==> config.mk <==
export PLATFORM = sky130hd
export DESIGN_NAME = video_bus
export DESIGN_NICKNAME = d
export VERILOG_FILES = /design/src/rtl/video_pkg.sv /design/src/rtl/video_bus.sv
export SDC_FILE = /design/constraint.sdc
export NUM_CORES = 1
export LEC_CHECK = 0
export ABC_AREA = 1
export BUFFER_PORTS_ARGS = -buffer_cell sky130_fd_sc_hd__buf_2
export CORE_AREA = 2 2 93 95
export CTS_CLUSTER_DIAMETER = 40
export DETAILED_ROUTE_END_ITERATION = 6
export DIE_AREA = 0 0 95 97
export HOLD_SLACK_MARGIN = 0.05
export PLACE_DENSITY = 0.7
export SLEW_MARGIN = 20
export SYNTH_ARGS = -nofsm -noshare
export SYNTH_HDL_FRONTEND = slang
export SYNTH_SLANG_ARGS = --single-unit
==> constraint.sdc <==
create_clock -name clk -period 1.5 [get_ports clk]
set_input_delay 0.15 -clock clk [delete_from_list [all_inputs] [get_ports clk]]
set_output_delay 0.15 -clock clk [all_outputs]
set_load 0.01 [all_outputs]
==> src/rtl/video_pkg.sv <==
// tile video subsystem definitions
// raster geometry and pipeline depth
// CPU word address map and memory depths
// memory entry, layer pixel, Wishbone and control types
package video_pkg;

    // raster geometry, one pixel per clk
    localparam int H_TOTAL   = 80;
    localparam int H_VISIBLE = 64;
    localparam int V_TOTAL   = 40;
    localparam int V_VISIBLE = 32;
    // raster position to RGB
    localparam int PIPE_DLY  = 5;

    // memory depths in entries
    localparam int CHAR_MAP_DEPTH = 32;
    localparam int SCR_MAP_DEPTH  = 128;
    localparam int PAT_DEPTH      = 128;
    localparam int PAL_DEPTH      = 128;
    localparam int NUM_REGS       = 3;

    // CPU word addresses
    localparam logic [11:0] ADR_CHAR_MAP = 12'h000;
    localparam logic [11:0] ADR_SCR_MAP  = 12'h100;
    localparam logic [11:0] ADR_CHAR_PAT = 12'h200;
    localparam logic [11:0] ADR_SCR_PAT  = 12'h400;
    localparam logic [11:0] ADR_PALETTE  = 12'h600;
    localparam logic [11:0] ADR_REGS     = 12'h700;

    typedef struct packed {
        logic [3:0] code;
        logic [1:0] bank;
    } map_entry_t;

    // leftmost pixel sits in element 7
    typedef logic [7:0][3:0] pat_row_t;

    typedef struct packed {
        logic [3:0] red;
        logic [3:0] green;
        logic [3:0] blue;
    } pal_entry_t;

    typedef struct packed {
        logic [1:0] bank;
        logic [3:0] color;
    } layer_pxl_t;

    typedef struct packed {
        logic        cyc;
        logic        stb;
        logic        we;
        logic [11:0] adr;
        logic [31:0] dat;
    } wb_req_t;

    typedef struct packed {
        logic        ack;
        logic [31:0] dat;
    } wb_rsp_t;

    typedef struct packed {
        logic [6:0]  idx;
        logic [31:0] dat;
        logic        we;
        logic        sel_char_map;
        logic        sel_scr_map;
        logic        sel_char_pat;
        logic        sel_scr_pat;
        logic        sel_pal;
    } cpu_wr_t;

    // layer_en bit0 scroll, bit1 char
    typedef struct packed {
        logic [6:0] hpos;
        logic [5:0] vpos;
        logic [1:0] layer_en;
    } video_ctrl_t;

    typedef struct packed {
        logic [6:0] h;
        logic [5:0] v;
        logic       lhbl;
        logic       lvbl;
    } raster_t;

endpackage

==> src/rtl/video_bus.sv <==
// Wishbone classic slave for the video subsystem
// address decode into memory selects
// single cycle ack, control registers, read data mux
`timescale 1ns/1ps

module video_bus
    import video_pkg::*;
(
    input  logic        clk,
    input  logic        reset,
    input  wb_req_t     wb_in,
    output wb_rsp_t     wb_out,
    output cpu_wr_t     cpu,
    input  logic [31:0] char_rd,
    input  logic [31:0] scr_rd,
    input  logic [31:0] pal_rd,
    output video_ctrl_t ctrl
);

    typedef enum logic [2:0] {
        SRC_NONE,
        SRC_CHAR,
        SRC_SCR,
        SRC_PAL,
        SRC_REG
    } rd_src_t;

    logic        ack;
    logic        req;
    logic        start;
    logic        sel_reg;
    rd_src_t     rd_src;
    rd_src_t     next_src;
    logic [31:0] reg_rd;
    logic [31:0] reg_rd_q;

    function automatic logic in_region(input logic [11:0] adr, input logic [11:0] base,
                                       input int depth);
        return (adr >= base) && ((adr - base) < 12'(depth));
    endfunction

    assign req     = wb_in.cyc & wb_in.stb;
    assign start   = req & ~ack;
    assign sel_reg = in_region(wb_in.adr, ADR_REGS, NUM_REGS);

    // master holds the request until ack, so decode straight from it
    always_comb begin
        cpu.idx          = wb_in.adr[6:0];
        cpu.dat          = wb_in.dat;
        cpu.we           = req & wb_in.we & ack;
        cpu.sel_char_map = in_region(wb_in.adr, ADR_CHAR_MAP, CHAR_MAP_DEPTH);
        cpu.sel_scr_map  = in_region(wb_in.adr, ADR_SCR_MAP, SCR_MAP_DEPTH);
        cpu.sel_char_pat = in_region(wb_in.adr, ADR_CHAR_PAT, PAT_DEPTH);
        cpu.sel_scr_pat  = in_region(wb_in.adr, ADR_SCR_PAT, PAT_DEPTH);
        cpu.sel_pal      = in_region(wb_in.adr, ADR_PALETTE, PAL_DEPTH);
    end

    always_comb begin
        if (cpu.sel_char_map || cpu.sel_char_pat) begin
            next_src = SRC_CHAR;
        end else if (cpu.sel_scr_map || cpu.sel_scr_pat) begin
            next_src = SRC_SCR;
        end else if (cpu.sel_pal) begin
            next_src = SRC_PAL;
        end else if (sel_reg) begin
            next_src = SRC_REG;
        end else begin
            next_src = SRC_NONE;
        end
    end

    always_comb begin
        case (wb_in.adr[1:0])
            2'd0:    reg_rd = {25'd0, ctrl.hpos};
            2'd1:    reg_rd = {26'd0, ctrl.vpos};
            default: reg_rd = {30'd0, ctrl.layer_en};
        endcase
    end

    always_ff @(posedge clk) begin
        if (reset) begin
            ack    <= 1'b0;
            rd_src <= SRC_NONE;
            ctrl   <= '0;
        end else begin
            // ack for one cycle, then low for at least one
            ack <= start;
            if (start) begin
                rd_src <= next_src;
            end
            if (req && ack && wb_in.we && sel_reg) begin
                case (wb_in.adr[1:0])
                    2'd0:    ctrl.hpos     <= wb_in.dat[6:0];
                    2'd1:    ctrl.vpos     <= wb_in.dat[5:0];
                    default: ctrl.layer_en <= wb_in.dat[1:0];
                endcase
            end
        end
    end

    always_ff @(posedge clk) begin
        if (start) begin
            reg_rd_q <= reg_rd;
        end
    end

    always_comb begin
        wb_out.ack = ack;
        case (rd_src)
            SRC_CHAR: wb_out.dat = char_rd;
            SRC_SCR:  wb_out.dat = scr_rd;
            SRC_PAL:  wb_out.dat = pal_rd;
            SRC_REG:  wb_out.dat = reg_rd_q;
            default:  wb_out.dat = '0;
        endcase
    end

endmodule

# Word level (Yosys, flattened, before mapping)
# Index checks and enable logic that the tools add are counted.
totals:
  in_bits: 145
  register_bits: 51
classes:
  magnitude_cmp: 12
  n_eq_ne: 5
  addsub: 5
  mux: 6
  reduce_logical: 16
  bitwise: 6
ops:
  columns: ["cell", "count"]
  rows:
  - ["one-hot mux 32 bit (4 select lines)", 1]
  - ["less-than comparator 12 x 8 -> 1 bit, second input constant", 4]
  - [">= comparator 12 x 11 -> 1 bit, second input constant", 3]
  - ["subtractor 12 x 11 -> 12 bit, second input constant", 3]
  - ["one-hot mux 7 bit (2 select lines)", 1]
  - [">= comparator 12 x 1 -> 1 bit, second input constant", 1]
  - [">= comparator 12 x 10 -> 1 bit, second input constant", 1]
  - [">= comparator 12 x 9 -> 1 bit, second input constant", 1]
  - ["less-than comparator 12 x 2 -> 1 bit, second input constant", 1]
  - ["less-than comparator 12 x 6 -> 1 bit, second input constant", 1]
  - ["2-to-1 mux 3 bit", 4]
  - ["subtractor 12 x 10 -> 12 bit, second input constant", 1]
  - ["subtractor 12 x 9 -> 12 bit, second input constant", 1]
  - ["logical AND 1 bit", 9]
  - ["== test 3 x 2 -> 1 bit, second input constant", 2]
  - ["AND reduction 2 bit", 3]
  - ["AND 1 bit", 4]
  - ["== test 3 x 1 -> 1 bit, second input constant", 1]
  - ["== test 3 bit, second input constant", 1]
  - ["== test 2 x 1 -> 1 bit, second input constant", 1]
  - ["zero test 2 bit", 1]
  - ["logical OR 1 bit", 2]
  - ["inverter 1 bit", 2]
  - ["OR reduction 2 bit", 1]

# Longest topological paths before layout
depth:
  ltp_word: 7
  depth_mapped: 12
  ltp_nobuf: 11

# Worst setup path after synthesis
# No wires, ideal clock.
synth_path:
  path_type: "register to output"
  from: "register rd_src[1]"
  to: "output wb_out[0] in the netlist's numbering"
  slack_ns: 0.138
  path_buffers: 1
  t_arrival_ns: 1.212
  path_stages_with_launch: 6
  cell_sequence: "dfxtp_1 -> inv_2 -> nor3_1 -> clkbuf_1 -> nand2_1 -> o2111ai_1"
synth_lines:
  columns: ["element", "line_no", "source"]
  rows:
  - ["start, declared", "video_bus.sv:32", "rd_src_t rd_src;"]
  - ["start signal, assigned", "video_bus.sv:89", "rd_src <= next_src;"]
  - ["end, declared", "video_bus.sv:12", "output wb_rsp_t wb_out,"]

==> summary.txt <==
Outcome = finished, violations left
Failing checks = setup timing
Fmax = 606 MHz
Largest net degree at the start of global routing = 25
Total CTS buffers = 3
Static Leak = 2.16 nW
Final Hold Violating Endpoints = 0
Fin Clk Skew = 0.00408 ns
DRT iter0 DRCs = 90
Switching power = 0.497 mW
VDD IR-drop max = 0.000468 V
Final worst slack = -0.150 ns
Post-synthesis cell type count = 28
Grt total ovfl = 0
Pwr Total = 1.68 mW
TritonRoute pass-1 iters = 4
Share of post-route cells with drive strength above 1 = 0.524
Cells after Synth = 381
Flop pwr share = 0.434
Met3 usage = 0.0405
Grt met1 use = 0.200
Cell Count, Final, Fillers Out = 652
Post-Syn Nets = 529
Cell-internal power = 1.18 mW
Area Overhead vs Synth = 68.2%
IO Port Bufs = 187
CTS tree = built
Top-area cell type share of the netlist area = 0.237
Reported max-cap violation count = 0
Final hold slack = 0.0684 ns
WL/cell = 15.3 um
Worst path arrival time = 1.50 ns
EDFF count, synth = 7
Core area = 8130 um^2
Syn Std Cell Area = 2260 um^2
Leading register cell type out of synthesis = dfxtp_1
Final period util = 1.10
Slew margin rel. = 0.649
Data required time of the worst path = 1.35 ns
Gpl congestion = 0.854
CP Capture Type = output port
Routed wire length = 10,000 um
Hpwl dp = 7610 um
Met2 usage = 0.340
Slew Limit Fails = 0
Count leader, synth = nand2_1
Area leader, netlist = nand2_1
Area contributors post-synth = nand2_1 24%, dfxtp_1 17%, buf_4 13%
Hold-fix buffers at CTS = 0
I/O pin total = 238
Adder-cell share of the synthesized area = 0.0166
Synth Area in Simple Gates = 0.415
Clock network power share = 0.235
Avg Vias per Cell = 4.69
Mux contribution to synthesized area = 0
FFs w/ async S/R, synth = 0
RSZ-0062 raised after global routing = true
Worst Tran Pin Value = 0.526 ns
Die width = 95 um
Core Rows = 33
Clock Latency Late Sink = 0.26 ns
Post-route minimum period = 1.65 ns
Initial core utilization = 0.278
CP startpoint kind = flop
Setup CP Type = flop to output port
Vias in the first global route = 2,850
Top cells by count, synth = 143 x nand2_1, 52 x nor2_1, 40 x buf_4, 37 x inv_1, 25 x nand3_1
PwrDens = 441 nW/um^2
Setup violations, final = 32
Synth Area per Inst = 5.94 um^2
Post-route ant nets = 0
Sw frac = 0.295
Hold Crit Class = input pin to flop
Worst Path Max Fanout = 6
Flops & latches, synth = 26
Drt drc = 0
Clock slew at reported path FFs = 0.09 ns
Die H = 97 um
Post-synthesis xor/xnor area fraction = 0
Compound-cell area share of the yosys netlist = 0.0779
Clk buf depth = 2
DIE AREA = 9220 um^2
Synth warn = 0
Nets@finish = 695
DR vias = 3,058
Comb power frac = 0.331
Clock sinks = 26
GRT Max-Usage Layer = met2
Main combinational cell family by area after synthesis = simple AND/OR/NAND/NOR gates
Sequential share of the synthesized area = 0.261
First-pass GRT wire length = 13,400 um
GRT Util Overall = 0.179
DP Cell Count = 631
Initial antenna violation count = 1
Root Driver = clkbuf_8
H-tree depth = 1
cells in the final DEF, fill, tap and decap left out, types with 3 or more instances in the layout:
| cell | n |
|---|---|
| a22oi_1 | 3 |
| buf_12 | 6 |
| buf_2 | 173 |
| buf_4 | 7 |
| buf_6 | 19 |
| clkbuf_16 | 7 |
| clkbuf_8 | 3 |
| dfxtp_1 | 16 |
| dfxtp_4 | 3 |
| edfxtp_1 | 7 |
| inv_1 | 37 |
| nand2_1 | 112 |
| nand2_2 | 28 |
| nand2_4 | 5 |
| nand3_1 | 9 |
| nand3_2 | 16 |
| nand4_1 | 4 |
| nor2_1 | 51 |
| o2111ai_1 | 4 |
| o2111ai_2 | 3 |
| o22ai_1 | 4 |
flip-flops by register name (all words and copies together), names as in the netlist:
signal and count:
ack 1, ctrl 15, rd_src 3, reg_rd_q 7
power groups by stage:
stage          sequential, mW  combinational, mW  clock (mW)
6_report                0.730              0.556       0.395
5_1_grt                 0.732              0.604       0.437
4_1_cts                 0.732              0.452       0.401
3_5_place_dp            0.749              0.440           0
3_3_place_gp            0.749              0.436           0
2_1_floorplan           0.747              0.251           0
routing by layer:
layer  routed length, um  share of wire
met1                3620           0.36
met2                5380           0.54
met3                 861          0.086
met4                 137          0.014
met5                   0              0
per-stage QoR:
step	utilization	instance area (um^2)	setup WS (ns)	setup TNS [ns]
finish	0.468	3810	-0.150	-2.51
global route	0.468	3810	-0.202	-4.76
CTS	0.393	3200	-0.0765	-1.45
detailed placement	0.380	3090	-0.0234	-0.0299
global placement	0.380	3090	0.0615	0
floorplan	-	2260	0.138	0
kinds of logic after synthesis:
logic type,after synthesis
AO/OA/AOI/OAI,25
adder cells (fa/ha/maj),3
buffers and inverters,94
flip-flops,26
AND/OR/NAND/NOR,233
area by class of cell:
type                            count  area [um^2]
Antenna cell                        1         2.50
Clock buffer                        3         41.3
Fill cell                         828         4330
Tap cell                          105          131
Multi-Input combinational cell    261         1420
Inverter                           42          168
Clock inverter                      1         3.75
Timing Repair Buffer              213         1440
Sequential cell                    26          602
final timing paths:
check | startpoint | to | slack (ns) | depth (start not counted)
max | rd_src[0]$_SDFFE_PP0P_ | wb_out[11] | -0.15 | 9
min | reset | rd_src[2]$_SDFFE_PP0P_ | 0.07 | 2
max reg2reg | ack$_SDFF_PP0_ | ctrl[10]$_SDFFE_PP0P_ | 0.20 | 6
min reg2reg | rd_src[1]$_SDFFE_PP0P_ | rd_src[1]$_SDFFE_PP0P_ | 0.53 | 2
repair_timing:
item                       in CTS  in global routing
pin swaps                       1                 12
cloned                          0                 10
setup buffers                   1                  5
resized for setup              15                 81
setup endpoints to repair      32                 33
worst max-delay path, cell delays in order (launching register included):
cell and delay, ns:
dfxtp_4 0.38, inv_4 0.08, nor2_4 0.03, nand2_2 0.08, clkinv_4 0.11, buf_12 0.14
clkbuf_16 0.15, nand2_2 0.07, nand3_2 0.07, buf_6 0.13
No activity file was read; power rests on OpenSTA's default activity.
