[config.mk]
export PLATFORM = sky130hd
export DESIGN_NAME = color_mix
export DESIGN_NICKNAME = d
export VERILOG_FILES = /design/src/rtl/video_pkg.sv /design/src/rtl/color_mix.sv /design/src/rtl/tile_vram.sv
export SDC_FILE = /design/constraint.sdc
export NUM_CORES = 2
export LEC_CHECK = 0
export ABC_AREA = 1
export BUFFER_PORTS_ARGS = -buffer_cell sky130_fd_sc_hd__buf_2
export CAP_MARGIN = 20
export CORE_ASPECT_RATIO = 2
export CORE_MARGIN = 2
export CORE_UTILIZATION = 55
export CTS_CLUSTER_DIAMETER = 60
export DETAILED_ROUTE_END_ITERATION = 6
export MAX_ROUTING_LAYER = met4
export PLACE_DENSITY = 0.7
export SETUP_SLACK_MARGIN = 0.5
export SYNTH_ARGS = -nofsm -noshare
export SYNTH_HDL_FRONTEND = slang
export SYNTH_HIERARCHICAL = 1
export SYNTH_SLANG_ARGS = --single-unit
[constraint.sdc]
create_clock -name clk -period 2.86 [get_ports clk]
set_input_delay 0.286 -clock clk [delete_from_list [all_inputs] [get_ports clk]]
set_output_delay 0.286 -clock clk [all_outputs]
set_load 0.01 [all_outputs]
[src/rtl/video_pkg.sv]
// tile video subsystem definitions
// raster geometry and pipeline depth
// CPU word address map and memory depths
// memory entry, layer pixel, Wishbone and control types
package video_pkg;

    // raster geometry, one pixel per clk
    localparam int H_TOTAL   = 80;
    localparam int H_VISIBLE = 64;
    localparam int V_TOTAL   = 40;
    localparam int V_VISIBLE = 32;
    // raster position to RGB
    localparam int PIPE_DLY  = 5;

    // memory depths in entries
    localparam int CHAR_MAP_DEPTH = 32;
    localparam int SCR_MAP_DEPTH  = 128;
    localparam int PAT_DEPTH      = 128;
    localparam int PAL_DEPTH      = 128;
    localparam int NUM_REGS       = 3;

    // CPU word addresses
    localparam logic [11:0] ADR_CHAR_MAP = 12'h000;
    localparam logic [11:0] ADR_SCR_MAP  = 12'h100;
    localparam logic [11:0] ADR_CHAR_PAT = 12'h200;
    localparam logic [11:0] ADR_SCR_PAT  = 12'h400;
    localparam logic [11:0] ADR_PALETTE  = 12'h600;
    localparam logic [11:0] ADR_REGS     = 12'h700;

    typedef struct packed {
        logic [3:0] code;
        logic [1:0] bank;
    } map_entry_t;

    // leftmost pixel sits in element 7
    typedef logic [7:0][3:0] pat_row_t;

    typedef struct packed {
        logic [3:0] red;
        logic [3:0] green;
        logic [3:0] blue;
    } pal_entry_t;

    typedef struct packed {
        logic [1:0] bank;
        logic [3:0] color;
    } layer_pxl_t;

    typedef struct packed {
        logic        cyc;
        logic        stb;
        logic        we;
        logic [11:0] adr;
        logic [31:0] dat;
    } wb_req_t;

    typedef struct packed {
        logic        ack;
        logic [31:0] dat;
    } wb_rsp_t;

    typedef struct packed {
        logic [6:0]  idx;
        logic [31:0] dat;
        logic        we;
        logic        sel_char_map;
        logic        sel_scr_map;
        logic        sel_char_pat;
        logic        sel_scr_pat;
        logic        sel_pal;
    } cpu_wr_t;

    // layer_en bit0 scroll, bit1 char
    typedef struct packed {
        logic [6:0] hpos;
        logic [5:0] vpos;
        logic [1:0] layer_en;
    } video_ctrl_t;

    typedef struct packed {
        logic [6:0] h;
        logic [5:0] v;
        logic       lhbl;
        logic       lvbl;
    } raster_t;

endpackage

[src/rtl/color_mix.sv]
// colour mixer
// layer priority and enables, palette lookup
// blanking delayed to line up with the RGB output
`timescale 1ns/1ps

module color_mix
    import video_pkg::*;
(
    input  logic        clk,
    input  logic        reset,
    input  raster_t     raster,
    input  video_ctrl_t ctrl,
    input  layer_pxl_t  char_pxl,
    input  layer_pxl_t  scr_pxl,
    input  cpu_wr_t     cpu,
    output logic [31:0] cpu_rd,
    output logic [3:0]  red,
    output logic [3:0]  green,
    output logic [3:0]  blue,
    output logic        lhbl_dly,
    output logic        lvbl_dly
);

    logic [PIPE_DLY-1:0] hbl_sr;
    logic [PIPE_DLY-1:0] vbl_sr;
    logic [6:0]          pal_idx;
    logic                pxl_on;
    logic                pxl_on_q;
    logic                visible;
    pal_entry_t          pal_cpu;
    pal_entry_t          pal_vid;

    // opaque char pixels win, char colours use the upper palette half
    always_comb begin
        pal_idx = {1'b0, scr_pxl.bank, scr_pxl.color};
        pxl_on  = ctrl.layer_en[0];
        if (ctrl.layer_en[1] && char_pxl.color != 4'd0) begin
            pal_idx = {1'b1, char_pxl.bank, char_pxl.color};
            pxl_on  = 1'b1;
        end
    end

    tile_vram #(
        .entry_t ( pal_entry_t ),
        .DEPTH   ( PAL_DEPTH   )
    ) u_pal (
        .clk      ( clk                          ),
        .cpu_idx  ( cpu.idx                      ),
        .cpu_we   ( cpu.we & cpu.sel_pal         ),
        .cpu_din  ( pal_entry_t'(cpu.dat[11:0])  ),
        .cpu_dout ( pal_cpu                      ),
        .vid_idx  ( pal_idx                      ),
        .vid_dout ( pal_vid                      )
    );

    // blanking of the pixel whose palette entry is being read
    assign visible = hbl_sr[PIPE_DLY-2] & vbl_sr[PIPE_DLY-2];

    always_ff @(posedge clk) begin
        if (reset) begin
            hbl_sr   <= '0;
            vbl_sr   <= '0;
            pxl_on_q <= 1'b0;
            red      <= '0;
            green    <= '0;
            blue     <= '0;
        end else begin
            hbl_sr   <= {hbl_sr[PIPE_DLY-2:0], raster.lhbl};
            vbl_sr   <= {vbl_sr[PIPE_DLY-2:0], raster.lvbl};
            pxl_on_q <= pxl_on;
            if (pxl_on_q && visible) begin
                red   <= pal_vid.red;
                green <= pal_vid.green;
                blue  <= pal_vid.blue;
            end else begin
                red   <= '0;
                green <= '0;
                blue  <= '0;
            end
        end
    end

    assign lhbl_dly = hbl_sr[PIPE_DLY-1];
    assign lvbl_dly = vbl_sr[PIPE_DLY-1];
    assign cpu_rd   = {20'd0, pal_cpu};

endmodule

[src/rtl/tile_vram.sv]
// dual port synchronous RAM
// CPU read/write port and video read port
// one cycle read latency on both ports
`timescale 1ns/1ps

module tile_vram #(
    parameter type entry_t = logic [31:0],
    parameter int  DEPTH   = 128
) (
    input  logic       clk,
    input  logic [6:0] cpu_idx,
    input  logic       cpu_we,
    input  entry_t     cpu_din,
    output entry_t     cpu_dout,
    input  logic [6:0] vid_idx,
    output entry_t     vid_dout
);

    localparam int AW = $clog2(DEPTH);

    entry_t     mem [DEPTH];
    logic [AW-1:0] cpu_addr;
    logic [AW-1:0] vid_addr;

    // smaller memories only look at the low index bits
    assign cpu_addr = cpu_idx[AW-1:0];
    assign vid_addr = vid_idx[AW-1:0];

    always_ff @(posedge clk) begin
        if (cpu_we) begin
            mem[cpu_addr] <= cpu_din;
        end
        // read before write on the CPU port
        cpu_dout <= mem[cpu_addr];
    end

    always_ff @(posedge clk) begin
        vid_dout <= mem[vid_addr];
    end

endmodule

* Yosys cells after proc, flatten, opt, wreduce, memory -nomap -nowiden
Memory sizes are Yosys's and may differ from the RTL's. A register that Yosys moved wholly into a read port is not among the register bits. Cells that the tools add are included.
Storage, ports and cells: input bits 89, word-level logic and storage cells 18, memories 1, RAM bits 1536, register bits after elaboration 23
Memory list:
- u_pal.mem | words 128, bits a word 12, read ports 2, clocked after Yosys merged registers in 2, wr ports 1, RTL line tile_vram.sv:21 | entry_t mem [DEPTH];
Operators by class: multiplexer cells 4, bitwise logic cells 3, reduce and logical (&&, ||, !) cells 4
Operator list (count):
- 7-bit two-way mux | 1
- 4-bit nonzero test | 1
- 1-bit two-way mux | 3
- 1-bit AND | 2
- 1-bit logical AND | 2
- 2-bit OR reduction | 1
- 1-bit inverter | 1

* Logic depth before layout (Yosys ltp)
depth after elaboration 4, gate-level depth with buffers 20

* By module
Netlist, hierarchy kept.
Modules (own cells, without submodules):
- tile_vram | seq. area each 46604.7 um2, cells each 9300, times used 1, area an instance 79862.8 um2
- color_mix | seq. area each 460.4 um2, cells each 118, times used 1, area an instance 943.4 um2

* Worst setup path after synthesis
OpenSTA, ideal clock, no wires.
path kind input port to flip-flop, from input port cpu[40] (netlist bit), to memory u_pal/mem[49][0] (netlist bit) (enable), data arrival time 1.878 ns, stages 9, setup slack 0.602 ns, path through buf_4 -> inv_2 -> nand3_1 -> inv_2 -> buf_4 -> buf_2 -> nand2_1 -> buf_2 -> nor2_1
RTL lines:
- start, declared | RTL line color_mix.sv:15 | input cpu_wr_t cpu,
- end, declared | RTL line tile_vram.sv:21
Straight into the memory's write port.

* Final worst setup path
from input port cpu[44] (netlist bit), to memory u_pal/mem[38][2] (netlist bit) (enable)
Straight into the memory's write port.

==> results.rst <==
.. list-table::
   :header-rows: 1

   * - Metric
     - Value
   * - Proportion of register bits with asynchronous set or reset after synthesis
     - 0%
   * - WL/cell
     - 24.7 um
   * - Synth top area cells
     - sky130_fd_sc_hd__edfxtp_1 57%, sky130_fd_sc_hd__nand2_1 21%, sky130_fd_sc_hd__nand3_1 7.3%
   * - Clock period minus final worst setup slack
     - 2.31 ns
   * - Critical-path maximum fanout
     - 11
   * - Area Growth Syn to Fin
     - 12.2%
   * - Max-Slew Margin vs Limit
     - 34.8%
   * - Simple-gate share of the synthesized area
     - 29.6%
   * - Unrepaired setup endpoints after global routing
     - yes
   * - Number of hold violations in the final report
     - 0
   * - Number of clock buffers inserted by TritonCTS
     - 142
   * - Leading cell types by count after synthesis
     - 4457 x sky130_fd_sc_hd__nand2_1, 1536 x sky130_fd_sc_hd__edfxtp_1, 1176 x sky130_fd_sc_hd__nand3_1
   * - Clock sink count
     - 1583
   * - Adder and majority gate portion of the synthesized area
     - 0%
   * - Post-route clock skew
     - 0.0300 ns
   * - Proportion of synthesized chip area in sequential cells
     - 58.2%
   * - DR iter-0 viols
     - 9888
   * - Final-report max-slew violation count
     - 0
   * - Clock-pin slew on the worst setup and hold paths
     - 0.06 ns
   * - Largest vdd supply drop
     - 0.626 mV
   * - Pwr dens
     - 575 mW/mm^2
   * - Netlist cell types
     - 33
   * - Post-CTS setup buffer count
     - 0
   * - Number of enable flip-flop cells after synthesis
     - 1536
   * - Die height
     - 546 um
   * - Portion of synthesized cell area occupied by the leading cell type
     - 57.1%
   * - Number of I/O port buffers
     - 64
   * - Total die area
     - 0.150 sq mm
   * - Leakage power figure
     - 37.6 nW
   * - Die outline width
     - 275 um
   * - Kind of capture point of the worst setup path
     - flip-flop
   * - Gate count of the mapped netlist
     - 9418
   * - Fraction of layout instances using a drive strength above 1
     - 9.11%
   * - CP Data Required Time
     - 3.36 ns
   * - Number of rows in the core area
     - 199
   * - Net count, final
     - 9666
   * - First-pass GRT wire length
     - 418 mm
   * - Number of synthesized register bits
     - 1583
   * - Grt ovf
     - 0
   * - Transition time at the pin with the least slew margin
     - 0.978 ns
   * - Sum of negative setup slack
     - 0 ns
   * - Clock latency on the worst-skew pair
     - 0.80 ns
   * - Number of antenna violations at the first check in global routing
     - 8
   * - First-pass detailed-route iteration total
     - 7
   * - Number of design rule violations left after detail routing
     - 2
   * - Share of the cycle needed by the critical path after routing
     - 80.9%
   * - Post-synthesis mux area share
     - 0%
   * - Cell taking the most area after synthesis
     - sky130_fd_sc_hd__edfxtp_1
   * - Min-Delay Path Class
     - in -> reg
   * - Largest family of logic cells by synthesized area
     - simple AND/OR/NAND/NOR gates
   * - Cell with the most instances after synthesis
     - sky130_fd_sc_hd__nand2_1
   * - Global routing usage summed across all routing layers
     - 39.1%
   * - HPWL after detailed placement
     - 188 mm
   * - Initial Util
     - 55.2%
   * - XOR/XNOR share of the synthesized area
     - 0%
   * - Result of the run
     - complete, but fails checks
   * - Violations in the final reports
     - design-rule violations
   * - Kind of start point of the critical path
     - input port
   * - Total number of vias
     - 70.2k
   * - Max-cap viol count
     - 0
   * - Total Routed Length
     - 287 mm
   * - Number of fill cells in the layout
     - 12.2k
   * - Root Driver
     - sky130_fd_sc_hd__clkbuf_16
   * - Number of global-route vias before repair
     - 65.1k
   * - Synthesized area
     - 0.0808 sq mm
   * - Dominant synthesized flop cell
     - sky130_fd_sc_hd__edfxtp_1
   * - Yosys warning count
     - 6
   * - Vias per inst
     - 6.05
   * - Sum of internal, switching and leakage power
     - 52.2 mW
   * - Worst setup path class
     - in -> reg
   * - Mean instance size in the synthesized netlist
     - 8.58 sq um
   * - DRT antenna net count
     - 0
   * - FMAX
     - 0.432 GHz
   * - I/O pin count
     - 135
   * - Maximum number of pins on one net before global-route repair
     - 142
   * - CP arrival
     - 2.82 ns
   * - Compound-cell area share of the yosys netlist
     - 5.75%
   * - Setup violation total in the final timing report
     - 0
   * - Weighted congestion at the end of routability-driven global placement
     - 1.04
   * - Number of buffers between clock root and the deepest sink
     - 3
   * - H-tree depth
     - 4
   * - Placeable Area
     - 0.146 sq mm
   * - CTS tree
     - yes
-- worst max-delay path: stages --
cell and delay (ns):
sky130_fd_sc_hd__dlygate4sd3_1 0.54, sky130_fd_sc_hd__buf_2 0.19, sky130_fd_sc_hd__nor2_1 0.22, sky130_fd_sc_hd__clkinv_1 0.35, sky130_fd_sc_hd__nor2_1 0.20, sky130_fd_sc_hd__buf_4 0.23, sky130_fd_sc_hd__inv_1 0.17, sky130_fd_sc_hd__nor2_1 0.39
sky130_fd_sc_hd__buf_12 0.21
-- power breakdown --
part | leakage (nW) | internal, mW | total (mW) | switching [mW]
Combinational | 21.2 | 2.11 | 7.43 | 5.32
Clock | 2.21 | 10.5 | 19.1 | 8.64
Sequential | 14.2 | 25.5 | 25.6 | 0.103
Total | 37.6 | 38.1 | 52.2 | 14.1
-- layout make-up --
type                            instances  area [sq um]  area share (%)
Antenna cell                            5          12.5          0.0138
Clock buffer                          178          3860            4.25
Clock inverter                         80           679           0.749
Inverter                              308          1230            1.35
Multi-Input combinational cell       6899         28700            31.7
Sequential cell                      1583         47100            51.9
Tap cell                             1909          2390            2.63
Timing Repair Buffer                  643          6720            7.41
-- registers in the layout, summed over array words and instances (netlist names) --
signal and cells:
green 4, hbl_sr 5, vbl_sr 5, u_pal/mem 1536, red 4, blue 4, pxl_on_q 1, u_pal/vid_dout 12
u_pal/cpu_dout 12
-- stage by stage --
step,hold WS (ns),utilization (%),cells,instance area [sq um],setup WS (ns)
after floorplan,0.364,-,9437,80900,0.602
after global placement,0.389,58.8,11300,86000,0.00772
after detailed placement,0.393,58.8,11300,86000,-0.0140
after CTS,0.0251,61.9,11600,90700,0.504
after global routing,0.0455,61.9,11600,90700,0.487
final,0.0431,61.9,11600,90700,0.545
-- kinds of logic after synthesis --
| logic type | Yosys count |
|---|---|
| AND/OR/NAND/NOR | 5954 |
| flip-flops | 1583 |
| buffers and inverters | 955 |
| AO/OA/AOI/OAI | 925 |
| other | 1 |
-- layout by cell type, fill, tap and decap left out, types with 4 or more instances in the layout --
cell	n
sky130_fd_sc_hd__clkbuf_1	26
sky130_fd_sc_hd__conb_1	20
sky130_fd_sc_hd__diode_2	5
sky130_fd_sc_hd__a21oi_1	376
sky130_fd_sc_hd__nand3_1	1175
sky130_fd_sc_hd__nand4_1	17
sky130_fd_sc_hd__clkbuf_16	148
sky130_fd_sc_hd__bufinv_16	10
sky130_fd_sc_hd__clkinv_1	33
sky130_fd_sc_hd__clkinv_2	23
sky130_fd_sc_hd__nor2_1	270
sky130_fd_sc_hd__clkinv_4	4
sky130_fd_sc_hd__buf_12	157
sky130_fd_sc_hd__o21ai_1	63
sky130_fd_sc_hd__o21ai_0	480
sky130_fd_sc_hd__buf_2	49
sky130_fd_sc_hd__edfxtp_1	1536
sky130_fd_sc_hd__inv_6	6
sky130_fd_sc_hd__clkinvlp_4	8
sky130_fd_sc_hd__inv_2	9
sky130_fd_sc_hd__nand3_2	5
sky130_fd_sc_hd__inv_1	288
sky130_fd_sc_hd__nor2_2	14
sky130_fd_sc_hd__dfxtp_1	47
sky130_fd_sc_hd__dlygate4sd3_1	11
sky130_fd_sc_hd__buf_4	422
sky130_fd_sc_hd__nand2_2	6
sky130_fd_sc_hd__clkbuf_8	5
sky130_fd_sc_hd__nand2_4	4
sky130_fd_sc_hd__and2_1	9
sky130_fd_sc_hd__nand2_1	4448
-- repair_timing --
| item | in CTS | in global routing |
|---|---|---|
| gates resized for setup | 0 | 7 |
| setup endpoints to repair | 0 | 193 |
| hold buffers | 11 | 0 |
| endpoints found under the hold margin | 75 | 0 |
-- routing by layer --
layer	track usage [%]	routed length (um)
met5	-	0
met1	48.0	99300
met2	58.5	129000
met3	7.70	34300
met4	26.5	24200
-- final timing paths --
| path | from | to | slack [ns] | depth (start not counted) |
|---|---|---|---|---|
| setup / recovery | cpu[44] | u_pal/mem[38][2] | 0.55 | 9 |
| hold / removal | cpu[16] | u_pal/mem[74][10] | 0.04 | 1 |
| setup reg to reg | u_pal/mem[69][7] | u_pal/cpu_dout[7] | 0.72 | 9 |
| hold reg to reg | vbl_sr[0] | vbl_sr[1] | 0.40 | 2 |
Power figures use the tool's default switching activity.
