$ cat src/rtl/video_pkg.sv
// tile video subsystem definitions
// raster geometry and pipeline depth
// CPU word address map and memory depths
// memory entry, layer pixel, Wishbone and control types
package video_pkg;

    // raster geometry, one pixel per clk
    localparam int H_TOTAL   = 80;
    localparam int H_VISIBLE = 64;
    localparam int V_TOTAL   = 40;
    localparam int V_VISIBLE = 32;
    // raster position to RGB
    localparam int PIPE_DLY  = 5;

    // memory depths in entries
    localparam int CHAR_MAP_DEPTH = 32;
    localparam int SCR_MAP_DEPTH  = 128;
    localparam int PAT_DEPTH      = 128;
    localparam int PAL_DEPTH      = 128;
    localparam int NUM_REGS       = 3;

    // CPU word addresses
    localparam logic [11:0] ADR_CHAR_MAP = 12'h000;
    localparam logic [11:0] ADR_SCR_MAP  = 12'h100;
    localparam logic [11:0] ADR_CHAR_PAT = 12'h200;
    localparam logic [11:0] ADR_SCR_PAT  = 12'h400;
    localparam logic [11:0] ADR_PALETTE  = 12'h600;
    localparam logic [11:0] ADR_REGS     = 12'h700;

    typedef struct packed {
        logic [3:0] code;
        logic [1:0] bank;
    } map_entry_t;

    // leftmost pixel sits in element 7
    typedef logic [7:0][3:0] pat_row_t;

    typedef struct packed {
        logic [3:0] red;
        logic [3:0] green;
        logic [3:0] blue;
    } pal_entry_t;

    typedef struct packed {
        logic [1:0] bank;
        logic [3:0] color;
    } layer_pxl_t;

    typedef struct packed {
        logic        cyc;
        logic        stb;
        logic        we;
        logic [11:0] adr;
        logic [31:0] dat;
    } wb_req_t;

    typedef struct packed {
        logic        ack;
        logic [31:0] dat;
    } wb_rsp_t;

    typedef struct packed {
        logic [6:0]  idx;
        logic [31:0] dat;
        logic        we;
        logic        sel_char_map;
        logic        sel_scr_map;
        logic        sel_char_pat;
        logic        sel_scr_pat;
        logic        sel_pal;
    } cpu_wr_t;

    // layer_en bit0 scroll, bit1 char
    typedef struct packed {
        logic [6:0] hpos;
        logic [5:0] vpos;
        logic [1:0] layer_en;
    } video_ctrl_t;

    typedef struct packed {
        logic [6:0] h;
        logic [5:0] v;
        logic       lhbl;
        logic       lvbl;
    } raster_t;

endpackage

$ cat src/rtl/video_timing.sv
// raster timing generator
// horizontal and vertical counters
// active high visible flags for both directions
`timescale 1ns/1ps

module video_timing
    import video_pkg::*;
(
    input  logic    clk,
    input  logic    reset,
    output raster_t raster
);

    logic [6:0] h_cnt;
    logic [5:0] v_cnt;

    always_ff @(posedge clk) begin
        if (reset) begin
            h_cnt <= '0;
            v_cnt <= '0;
        end else if (h_cnt == 7'(H_TOTAL - 1)) begin
            h_cnt <= '0;
            // v steps on the line wrap
            if (v_cnt == 6'(V_TOTAL - 1)) begin
                v_cnt <= '0;
            end else begin
                v_cnt <= v_cnt + 6'd1;
            end
        end else begin
            h_cnt <= h_cnt + 7'd1;
        end
    end

    always_comb begin
        raster.h    = h_cnt;
        raster.v    = v_cnt;
        raster.lhbl = h_cnt < 7'(H_VISIBLE);
        raster.lvbl = v_cnt < 6'(V_VISIBLE);
    end

endmodule

$ cat config.mk
export PLATFORM = sky130hd
export DESIGN_NAME = video_timing
export DESIGN_NICKNAME = d
export VERILOG_FILES = /design/src/rtl/video_pkg.sv /design/src/rtl/video_timing.sv
export SDC_FILE = /design/constraint.sdc
export NUM_CORES = 1
export LEC_CHECK = 0
export BUFFER_PORTS_ARGS = -buffer_cell sky130_fd_sc_hd__buf_4
export CAP_MARGIN = 15
export CORE_MARGIN = 3
export CORE_UTILIZATION = 43
export CTS_CLUSTER_DIAMETER = 80
export CTS_CLUSTER_SIZE = 28
export DETAILED_ROUTE_END_ITERATION = 10
export GPL_TIMING_DRIVEN = 0
export PLACE_DENSITY_LB_ADDON = 0.15
export SLEW_MARGIN = 20
export SYNTH_ARGS = -nofsm -noshare
export SYNTH_HDL_FRONTEND = slang
export SYNTH_SLANG_ARGS = --single-unit
$ cat constraint.sdc
create_clock -name clk -period 1.5 [get_ports clk]
set_input_delay 0.15 -clock clk [delete_from_list [all_inputs] [get_ports clk]]
set_output_delay 0.15 -clock clk [all_outputs]
set_load 0.02 [all_outputs]
# Word level (Yosys, flattened, before mapping)
# Cells that the tools add are included.
[totals]
reg_bits = 13
input_bits = 2
out_inout_bits = 15
elab_cells = 10
[classes]
add_sub_neg = 2
n_lt_le_gt_ge = 2
eq_ne = 2
n_mux = 1
n_reduce_logical = 1
[ops]
columns = ["operator", "n"]
rows = [
  ["adder 7 x 1 -> 7 bit, second input constant", 1],
  ["== test 7 bit, second input constant", 1],
  ["< comparator 7 bit, second input constant", 1],
  ["adder 6 x 1 -> 6 bit, second input constant", 1],
  ["== test 6 bit, second input constant", 1],
  ["< comparator 6 bit, second input constant", 1],
  ["2-to-1 mux 6 bit", 1],
  ["OR reduction 2 bit", 1],
]

# Logic depth before layout (Yosys ltp)
# Gate-level depths: netlist of the first run.
[depth]
ltp_word = 2
mapped_depth = 6

# Least setup slack after synthesis of the first run
# Ideal clock, no wire load.
[synth_path]
kind = "register -> register"
startpoint = "reg h_cnt[0]"
endpoint = "reg v_cnt[3]"
setup_time_ns = 0.059
arrival_ns = 1.613
required_ns = 1.441
setup_slack_ns = -0.172
stages_incl_launch_ff = 7
path_buffers = 1
synth_period_minus_slack_ns = 1.672
path_cell_list = "dfxtp_1 > ha_1 > and3_1 > buf_2 > nand2_2 > or4b_1 > nand2_1"
[synth_via]
elab_chain_len = 1
[synth_lines]
columns = ["element", "line", "text"]
rows = [
  ["start, declared", "video_timing.sv:14", "logic [6:0] h_cnt;"],
  ["start signal, assigned", "video_timing.sv:30", "h_cnt <= h_cnt + 7'd1;"],
  ["== test 7 bit", "video_timing.sv:21", "end else if (h_cnt == 7'(H_TOTAL - 1)) begin"],
  ["end signal, assigned", "video_timing.sv:27", "v_cnt <= v_cnt + 6'd1;"],
  ["end, declared", "video_timing.sv:15", "logic [5:0] v_cnt;"],
]
# No other way between the ends.
# A chain may end at the register's enable or synchronous reset.

# Final worst setup path of the first run
[layout_path]
startpoint = "reg h_cnt[0]"
endpoint = "reg v_cnt[5]"
# The elaborated chain is that of the path after synthesis.

==> metrics list, run 1 <==
- Dividing the synthesized area by the synthesized cell count gives 8.74 µm².
- Number of CTS-inserted buffers: 3
* Iteration-0 DRC Markers: 14
- Max-cap violations in this run came to 0.
* Final hold vios: 0
* Setup repair after global routing missed its margin: true
* Cell count of the worst reg-to-reg path: 6
- In this run the biggest area consumer among cell types represents 44.4% of the synthesized area.
- Ys Warns: 0
- Worst Hold Depth: 2
- The clock reaches the later pin of the worst-skew pair after 0.27 ns.
- The number of nets handed over by synthesis was 71.
- Wires add up to 1210 µm.
- Yosys instantiated no cell more often than sky130_fd_sc_hd__dfxtp_1.
- During placement, the flow inserted port buffers numbering 15.
* Die Ht: 42.9 µm
- The worst pin sits at a relative slew slack of 72.8%.
* Yosys reg bits: 13
* Share of layout cells above drive strength 1: 33.0%
* Switching component of the power: 0.000147 W
- Leakage power of the design: 0.363 nW
- Kind of critical path: register to register
- The critical path ends at v_cnt[5].
- Per report_power, the sequential group accounts for 57.3% of the total.
- Maximum count of clock buffers along a single path: 2
- The tightest min-delay check is of the primary input to register type.
- Die footprint: 1840 µm²
- 0 antenna diodes ended up in the layout.
* Post-synthesis cell type with the largest combined area: sky130_fd_sc_hd__dfxtp_1
- Share of synthesized registers carrying an async set or reset: 0%
- Fin crit share: 97.0%
- In this run the remaining antenna-violating nets after routing total 0.
* Combinational share of power: 8.0%
- Number of max-slew violations in the final report: 0
* Placeable core region: 1190 µm²
- In the synthesized netlist the dominant register cell turns out to be sky130_fd_sc_hd__dfxtp_1.
* Slew of the pin with the lowest slew margin: 0.408 ns
- Routability-driven placement finished with a final weighted congestion of 0.769.
- Data arrives at the worst endpoint at 1.66 ns.
- End of the worst register-to-register path: v_cnt[5]
* Initial antenna violation count: 0
* Length of the first detailed-routing pass in iterations: 4
- The cell area that synthesis handed to floorplanning was 586 µm².
* Vias per std cell: 5.12
* Remaining global-route overflow: 0
- Net switching is 23.5% of the power.
- CTS built an H-tree with a depth of 1.
- Clk sinks: 13
* Post-route DRC violation count: 0
- Of the total power, the clock network draws 34.8%.
- Total Routing Usage GR: 14.8%
* Run status: complete, no violations
* Clk_skew: 0.00146 ns
* Clock tree from TritonCTS: yes
- Setup violations remaining at the end of the flow were counted as 0.
* Worst endpoint required time: 1.71 ns
* Min setup slack post-route: 0.0444 ns
- The smallest clock period supported by the final layout is computed as 1.46 ns.
- Compared with the post-synthesis result, the final layout area differs by 39.7%.
* Vias: 538
- Largest fanout on the critical path: 6
- Pin placement for this block handled 17 I/O pins.
* HPWL after detailed placement: 884 µm
- Static timing analysis puts the maximum clock frequency at 687 MHz.
- Synth top cells by count: sky130_fd_sc_hd__dfxtp_1 (13), sky130_fd_sc_hd__nor2_1 (11)
- After detailed routing, the average wire length per cell comes to 11.6 µm.
- Distinct cells, synth: 23
* Root buf cell: sky130_fd_sc_hd__clkbuf_4
- Minimum setup slack after placement: -0.00621 ns
- The internal portion of the total power is 0.000479 W.
- Top post-synthesis cells by area: sky130_fd_sc_hd__dfxtp_1 (44%), sky130_fd_sc_hd__nor2_1 (7.1%), sky130_fd_sc_hd__xnor2_1 (4.5%), sky130_fd_sc_hd__xor2_1 (4.5%), sky130_fd_sc_hd__ha_1 (4.3%)
- Yosys mapped a number of flops with a built-in enable equal to 0.
* Kind of launch point of the worst setup path: register
* Post-synthesis sequential area ratio: 44.4%
- Measured along the x axis, the die boundary spans 42.9 µm.
- Adding up every negative setup slack in the final design gives 0 ns.
- Worst-path clk slew: 0.08 ns
- IR analysis of the VDD net gives a maximum drop of 473 µV.
- Largest net degree at the start of global routing: 11
- Number of cells in the finished layout apart from fillers: 105
* Wire length of the first global-routing pass: 2000 µm
- Once the floorplan was initialized, standard cells occupied 49.4% of the core.
* Setup slack of the worst register-to-register path: 0.04 ns
- Synthesized instance count: 67
- Power density over the cells: 765 nW/µm²
- The number of global-route vias before repair came to 455.
- Placed cells: 96
- The completed layout was analyzed and its total power is 0.000626 W.
- The worst setup path is captured at a register.
- Final layout net count: 96
- Critical path origin: h_cnt[0]
* Cell row count: 12
- In this run the critical register-to-register path is launched from h_cnt[0].
[worst min-delay path by stage]
| stage | start | to | slack, ns |
|---|---|---|---|
| after floorplan | reset | v_cnt[2] | 0.45 |
| after global placement | h_cnt[0] | h_cnt[0] | 0.44 |
| after detailed placement | h_cnt[0] | h_cnt[0] | 0.44 |
| after CTS | reset | v_cnt[2] | 0.26 |
| after global routing | reset | h_cnt[2] | 0.27 |
| final | reset | v_cnt[2] | 0.24 |
[flip-flops by register name (all words and copies together), names as in the netlist]
register  cells
h_cnt         7
v_cnt         6
[per-layer routing]
metal | share of wire, % | GRT usage (%) | routed length [µm] | vias up
met1 | 47 | 18.9 | 565 | 242
met4 | 1.6 | 9.32 | 20 | 0
met2 | 46 | 21.6 | 552 | 15
met5 | 0 | 0 | 0 | -
met3 | 6.2 | 3.81 | 75 | 4
li1 | - | - | - | 277
[cell type report]
cell class | instances | area, µm²
plain buffers | 2 | 15.0
flip-flops and latches | 13 | 268
inverters | 3 | 11.3
multi-input cells | 49 | 330
fillers | 98 | 368
repair buffers | 20 | 150
well taps | 14 | 17.5
clock buffers | 4 | 26.3
[kinds of logic (layout without fill, tap and decap cells)]
| logic type | after synthesis | count (layout) | share of synthesized area, % |
|---|---|---|---|
| and+or+nand+nor | 31 | 31 | 29.1 |
| DFF | 13 | 13 | 44.4 |
| AOI/OAI and AO/OA | 10 | 10 | 9.83 |
| xor gates and xnor gates | 6 | 6 | 8.98 |
| buffers and inverters | 5 | 29 | 3.42 |
| adders and majority gates | 2 | 2 | 4.27 |
[repair_timing]
action                                  in CTS  in global routing
gates resized for setup                      1                  3
buffers inserted                             4                  1
pin swaps                                    0                  2
hold buffers                                 0                  0
endpoints found under the setup margin       2                  3
endpoints found under the hold margin        0                  0
[power groups by stage]
| stage | sequential (W) | clock [W] | combinational [W] |
|---|---|---|---|
| 6_report | 0.000358 | 0.000218 | 0.0000498 |
| 5_1_grt | 0.000360 | 0.000241 | 0.0000555 |
| 4_1_cts | 0.000359 | 0.000223 | 0.0000505 |
| 3_5_place_dp | 0.000369 | 0 | 0.0000410 |
| 3_3_place_gp | 0.000368 | 0 | 0.0000404 |
| 2_1_floorplan | 0.000376 | 0 | 0.0000174 |
[metrics by stage]
step	utilization (%)	hold slack, ns	instance area, µm²
global placement	62.6	0.438	742
CTS	67.9	0.260	806
detailed placement	62.6	0.442	742
finish	69.0	0.242	818
floorplan	-	0.450	612
global route	69.0	0.272	818
[placed cells by master, fill, tap and decap left out]
cell	count
sky130_fd_sc_hd__dfxtp_1	11
sky130_fd_sc_hd__nand4_1	2
sky130_fd_sc_hd__xnor2_1	3
sky130_fd_sc_hd__o21ai_1	2
sky130_fd_sc_hd__nand2_4	1
sky130_fd_sc_hd__clkbuf_4	3
sky130_fd_sc_hd__nand3_1	4
sky130_fd_sc_hd__o21ai_0	2
sky130_fd_sc_hd__nor2_1	11
sky130_fd_sc_hd__a41oi_2	1
sky130_fd_sc_hd__a22o_1	1
sky130_fd_sc_hd__dfxtp_4	2
sky130_fd_sc_hd__and3_1	2
sky130_fd_sc_hd__nor3b_4	1
sky130_fd_sc_hd__xor2_1	3
sky130_fd_sc_hd__or2b_1	1
sky130_fd_sc_hd__ha_1	1
sky130_fd_sc_hd__clkbuf_1	2
sky130_fd_sc_hd__ha_4	1
sky130_fd_sc_hd__buf_6	1
sky130_fd_sc_hd__inv_1	3
sky130_fd_sc_hd__nand2_1	4
sky130_fd_sc_hd__or4b_1	1
sky130_fd_sc_hd__buf_4	20
sky130_fd_sc_hd__nor2b_1	1
sky130_fd_sc_hd__a21oi_1	4
sky130_fd_sc_hd__or4_1	1
sky130_fd_sc_hd__and2_1	2
[worst max-delay path, stage by stage, from the launching register on]
cell and delay [ns]:
sky130_fd_sc_hd__dfxtp_4 0.36, sky130_fd_sc_hd__ha_4 0.13, sky130_fd_sc_hd__and3_1 0.16, sky130_fd_sc_hd__buf_6 0.12
sky130_fd_sc_hd__nand2_4 0.06, sky130_fd_sc_hd__or4_1 0.47, sky130_fd_sc_hd__o21ai_1 0.09
Power figures use the tool's default switching activity.
==> inputs of run 2 (changes only) <==
--- a/config.mk
+++ b/config.mk
@@ -5,6 +5,7 @@
 export SDC_FILE = /design/constraint.sdc
 export NUM_CORES = 1
 export LEC_CHECK = 0
+export ABC_AREA = 1
 export BUFFER_PORTS_ARGS = -buffer_cell sky130_fd_sc_hd__buf_4
 export CAP_MARGIN = 15
 export CORE_MARGIN = 3
==> run 2 against run 1 <==
Compared with the run above:
- fmax up 5.3%
- via count up 4.5%
- utilization down 5.2 points
- count of clock-buffer cells in the layout unchanged
- critical path depth unchanged
- register-to-register slack better by 0.07 ns
- die area up 2.4%
- routed wire length up 0.16%
- largest power group unchanged
- highest routed layer unchanged
==> metrics list, run 2 <==
- Top post-synthesis cells by area: sky130_fd_sc_hd__dfxtp_1 (43%), sky130_fd_sc_hd__nand2_1 (12%), sky130_fd_sc_hd__nor2_1 (12%), sky130_fd_sc_hd__inv_1 (6.9%), sky130_fd_sc_hd__nand3_1 (5.8%)
* Critical path's top delay family: simple AND/OR/NAND/NOR gates
- The clock latency on the worst-skew pair came to 0.28 ns (about the same).
* Starting utilization of the core area: 50.1% (+0.74 points)
- The number of flops mapped to enable cells by yosys was 0 (unchanged).
* Most frequent cells in the layout: sky130_fd_sc_hd__nand2_1 (19), sky130_fd_sc_hd__nor2_1 (19), sky130_fd_sc_hd__buf_4 (16), sky130_fd_sc_hd__dfxtp_1 (13), sky130_fd_sc_hd__inv_1 (11)
- The power density over the cells came to 817 nW/µm² (+6.8%).
* Switching power share of the total: 24.6% (+1.0 points)
- The actual transition at the worst max-transition pin was 0.270 ns (-0.138 ns).
- Worst endpoint required time: 1.67 ns (-0.04 ns)
* Maximum count of clock buffers along a single path: 2 (unchanged)
- CTS hold repair buffers: 0 (unchanged)
* Routed wire length per instance: 10.2 µm (-12%)
* H-tree Lvls: 1 (unchanged)
* Kind of critical path: register to register
* Cell row count: 12 (unchanged)
* Longest individual stage delay on the worst path: 0.38 ns (-0.09 ns)
- Initial antenna violation count: 0 (unchanged)
* Arrival time reported for the critical path endpoint: 1.55 ns (-0.11 ns)
- IO Port Bufs: 16 (+1)
- Total standard cell area after synthesis: 602 µm² (+2.8%)
* Ys Warns: 0 (unchanged)
* Classification of the worst-slack hold path: primary input to register
* Category of the worst setup path capture point: register
- The first-pass iteration count of the detailed router was 4 (unchanged).
- Final weighted congestion in routability-driven placement: 0.696 (-9.6%)
* Portion of synthesized cell area occupied by the leading cell type: 43.2% (-1.2 points)
- The mean instance size in the synthesized netlist was 7.08 µm² (-19%).
- Primary flip-flop cell chosen by synthesis mapping: sky130_fd_sc_hd__dfxtp_1
* Biggest registers after layout: h_cnt: 7 flops, v_cnt: 6 flops
- The portion of total power attributed to the clock network came to 36.1% (+1.3 points).
* Max FFs per register: 7 (unchanged)
- Endpoint with the worst hold slack: v_cnt[4]
* Share of synthesized registers carrying an async set or reset: 0% (unchanged)
- Placeable core region: 1200 µm² (+1.3%)
- Minimum clock period: 1.38 ns (-0.0734 ns)
- Setup repair after global routing missed its margin: true
- The count of cells along the worst register-to-register path is 6 (unchanged).
* Critical-path cell list: ha_1 > nand2_1 > nor2_1 > nand3_1 > o21ai_0 > nor2_1
- Die footprint: 1880 µm² (+2.4%)
- Min setup slack post-route: 0.118 ns (+0.0734 ns)
- The remaining number of nets flagged by the antenna check after routing was 0 (unchanged).
- Bufs and invs on worst path: 0 (-1)
- Register with the most flip-flops: h_cnt
- The number of distinct standard cells referenced by the synthesized netlist came to 16 (-30%).
* Number of global-route vias before repair: 448 (-1.5%)
* Count of max-cap constraint violations: 0 (unchanged)
- By count the netlist is led by sky130_fd_sc_hd__nand2_1 (19), sky130_fd_sc_hd__nor2_1 (19), sky130_fd_sc_hd__dfxtp_1 (13), sky130_fd_sc_hd__inv_1 (11), sky130_fd_sc_hd__nand3_1 (7).
- Clk sinks: 13 (unchanged)
- Combinational share of power: 6.7% (-1.3 points)
- Placed cells: 115 (+20%)
* Post-synthesis sequential area ratio: 43.2% (-1.2 points)
- The standby leakage power came to 0.372 nW (+2.4%).
- Run status: complete, no violations
* Ant diodes: 0 (unchanged)
- Post-route DRC violation count: 0 (unchanged)
- The share of layout cells above drive strength 1 was 21.9% (-11 points).
* Vias per std cell: 4.72 (-7.8%)
* Internal power consumption: 0.000472 W (-1.4%)
- The number of non-filler instances in the completed layout is 119 (+13%).
- The routed via count was 562 (+4.5%).
* Die Ht: 43.4 µm (+1.2%)
- Worst Hold Depth: 4 (+2)
* End of the worst register-to-register path: v_cnt[3]
* Largest fanout on the critical path: 4 (-2)
* Slowest stage cell on the critical path: sky130_fd_sc_hd__dfxtp_1
* Largest net degree at the start of global routing: 10 (-1)
- The sequential power share is 57.2% (about the same).
* Final hold vios: 0 (unchanged)
- The minimum setup slack after placement came to 0.148 ns (+0.154 ns).
* CTS resizes: 0 (-1)
- Top achievable clock speed: 724 MHz (+5.3%)
- The total detailed-routing wirelength came to 1220 µm (+0.16%).
- The post-layout total power was 0.000625 W (about the same).
- The setup slack of the worst register-to-register path was 0.12 ns (+0.07 ns).
- I/O pin count: 17 (unchanged)
- Yosys reg bits: 13 (unchanged)
- The instance area after placement is 739 µm² (-0.34%).
- The HPWL after detailed placement came to 888 µm (+0.44%).
- The startpoint identified for the worst register-to-register timing path is h_cnt[0].
- Remaining global-route overflow: 0 (unchanged)
- Post-synthesis cell type with the largest combined area: sky130_fd_sc_hd__dfxtp_1
- The final setup skew is 0.00529 ns (+0.00384 ns).
* Root buf cell: sky130_fd_sc_hd__clkbuf_4
- The most numerous cell type found on the critical path is sky130_fd_sc_hd__nor2_1.
* Worst VDD drop: 568 µV (+20%)
- The number of clock buffers inserted by TritonCTS is 3 (unchanged).
* Wire length of the first global-routing pass: 1920 µm (-4.1%)
- Switching component of the power: 0.000154 W (+4.4%)
* Synthesized net count: 89 (+25%)
- The violation count after the first detailed-routing iteration was 16 (+2).
* Number of max-slew violations in the final report: 0 (unchanged)
- In this run the most critical hold path is launched from reset.
* Final layout net count: 110 (+15%)
- Layout overhead on the synthesized area: 27.2%
- The total setup buffers inserted after CTS is 0 (-4).
- DIE WIDTH: 43.4 µm (+1.2%)
- The share of the cycle needed by the critical path after routing came to 92.1% (-4.9 points).
- Synthesized instance count: 85 (+27%)
* Number of setup violations in the final report: 0 (unchanged)
- Total Routing Usage GR: 13.3% (-1.5 points)
* Worst-path clk slew: 0.09 ns (about the same)
- Final design instance area without fill: 766 µm² (-6.4%)
- Headroom to the max-slew limit: 81.8% (+9.0 points)
- STA classifies the critical path startpoint as a register.
* Clock tree from TritonCTS: yes
[run 2: tightest hold or removal path, stage by stage]
cell and delay [ns]:
sky130_fd_sc_hd__buf_4 0.08, sky130_fd_sc_hd__inv_1 0.09, sky130_fd_sc_hd__nand2_1 0.09, sky130_fd_sc_hd__nor2_1 0.03
[run 2: logic make-up after synthesis]
| family | Yosys count | synth area share (%) |
|---|---|---|
| AOI/OAI and AO/OA | 5 | 4.16 |
| adders and majority gates | 2 | 4.16 |
| DFF | 13 | 43.2 |
| and+or+nand+nor | 51 | 37.2 |
| buffers and inverters | 11 | 6.86 |
| xor gates and xnor gates | 3 | 4.37 |
[run 2: worst max path at each step]
stage / cells after the start / slack, ns / start / to
4_1_cts: 6 / 0.13 / h_cnt[0] / v_cnt[3]
3_5_place_dp: 6 / 0.15 / h_cnt[0] / v_cnt[3]
3_3_place_gp: 6 / 0.12 / h_cnt[0] / v_cnt[3]
6_report: 6 / 0.12 / h_cnt[0] / v_cnt[3]
2_1_floorplan: 6 / 0.14 / h_cnt[0] / v_cnt[3]
5_1_grt: 6 / -0.02 / h_cnt[0] / v_cnt[3]
[run 2: area by class of cell]
| cell class | instances | area [µm²] |
|---|---|---|
| fillers | 124 | 435 |
| inverters | 11 | 41.3 |
| clock buffers | 4 | 26.3 |
| well taps | 14 | 17.5 |
| multi-input cells | 61 | 300 |
| repair buffers | 16 | 120 |
| flip-flops and latches | 13 | 260 |
[run 2: stage by stage]
step / hold WS (ns) / utilization (%) / TNS, ns
after floorplan: 0.357 / - / 0
after global placement: 0.452 / 61.6 / 0
after detailed placement: 0.457 / 61.6 / 0
after CTS: 0.194 / 63.7 / 0
after global routing: 0.232 / 63.7 / -0.0581
final: 0.190 / 63.7 / 0
[run 2: power by group through the flow]
| stage | Combinational, W | Sequential, W | Clock [W] |
|---|---|---|---|
| after floorplan | 0.0000176 | 0.000374 | 0 |
| after global placement | 0.0000415 | 0.000366 | 0 |
| after detailed placement | 0.0000420 | 0.000366 | 0 |
| after CTS | 0.0000423 | 0.000358 | 0.000227 |
| after global routing | 0.0000455 | 0.000359 | 0.000240 |
| final | 0.0000416 | 0.000358 | 0.000226 |
[run 2: metal layers]
layer,wire [µm],GRT usage [%],vias to the layer above
met4,21,7.23,0
met2,487,19.8,12
met1,641,17.9,242
met5,0,0,-
met3,65,2.49,5
li1,-,-,303
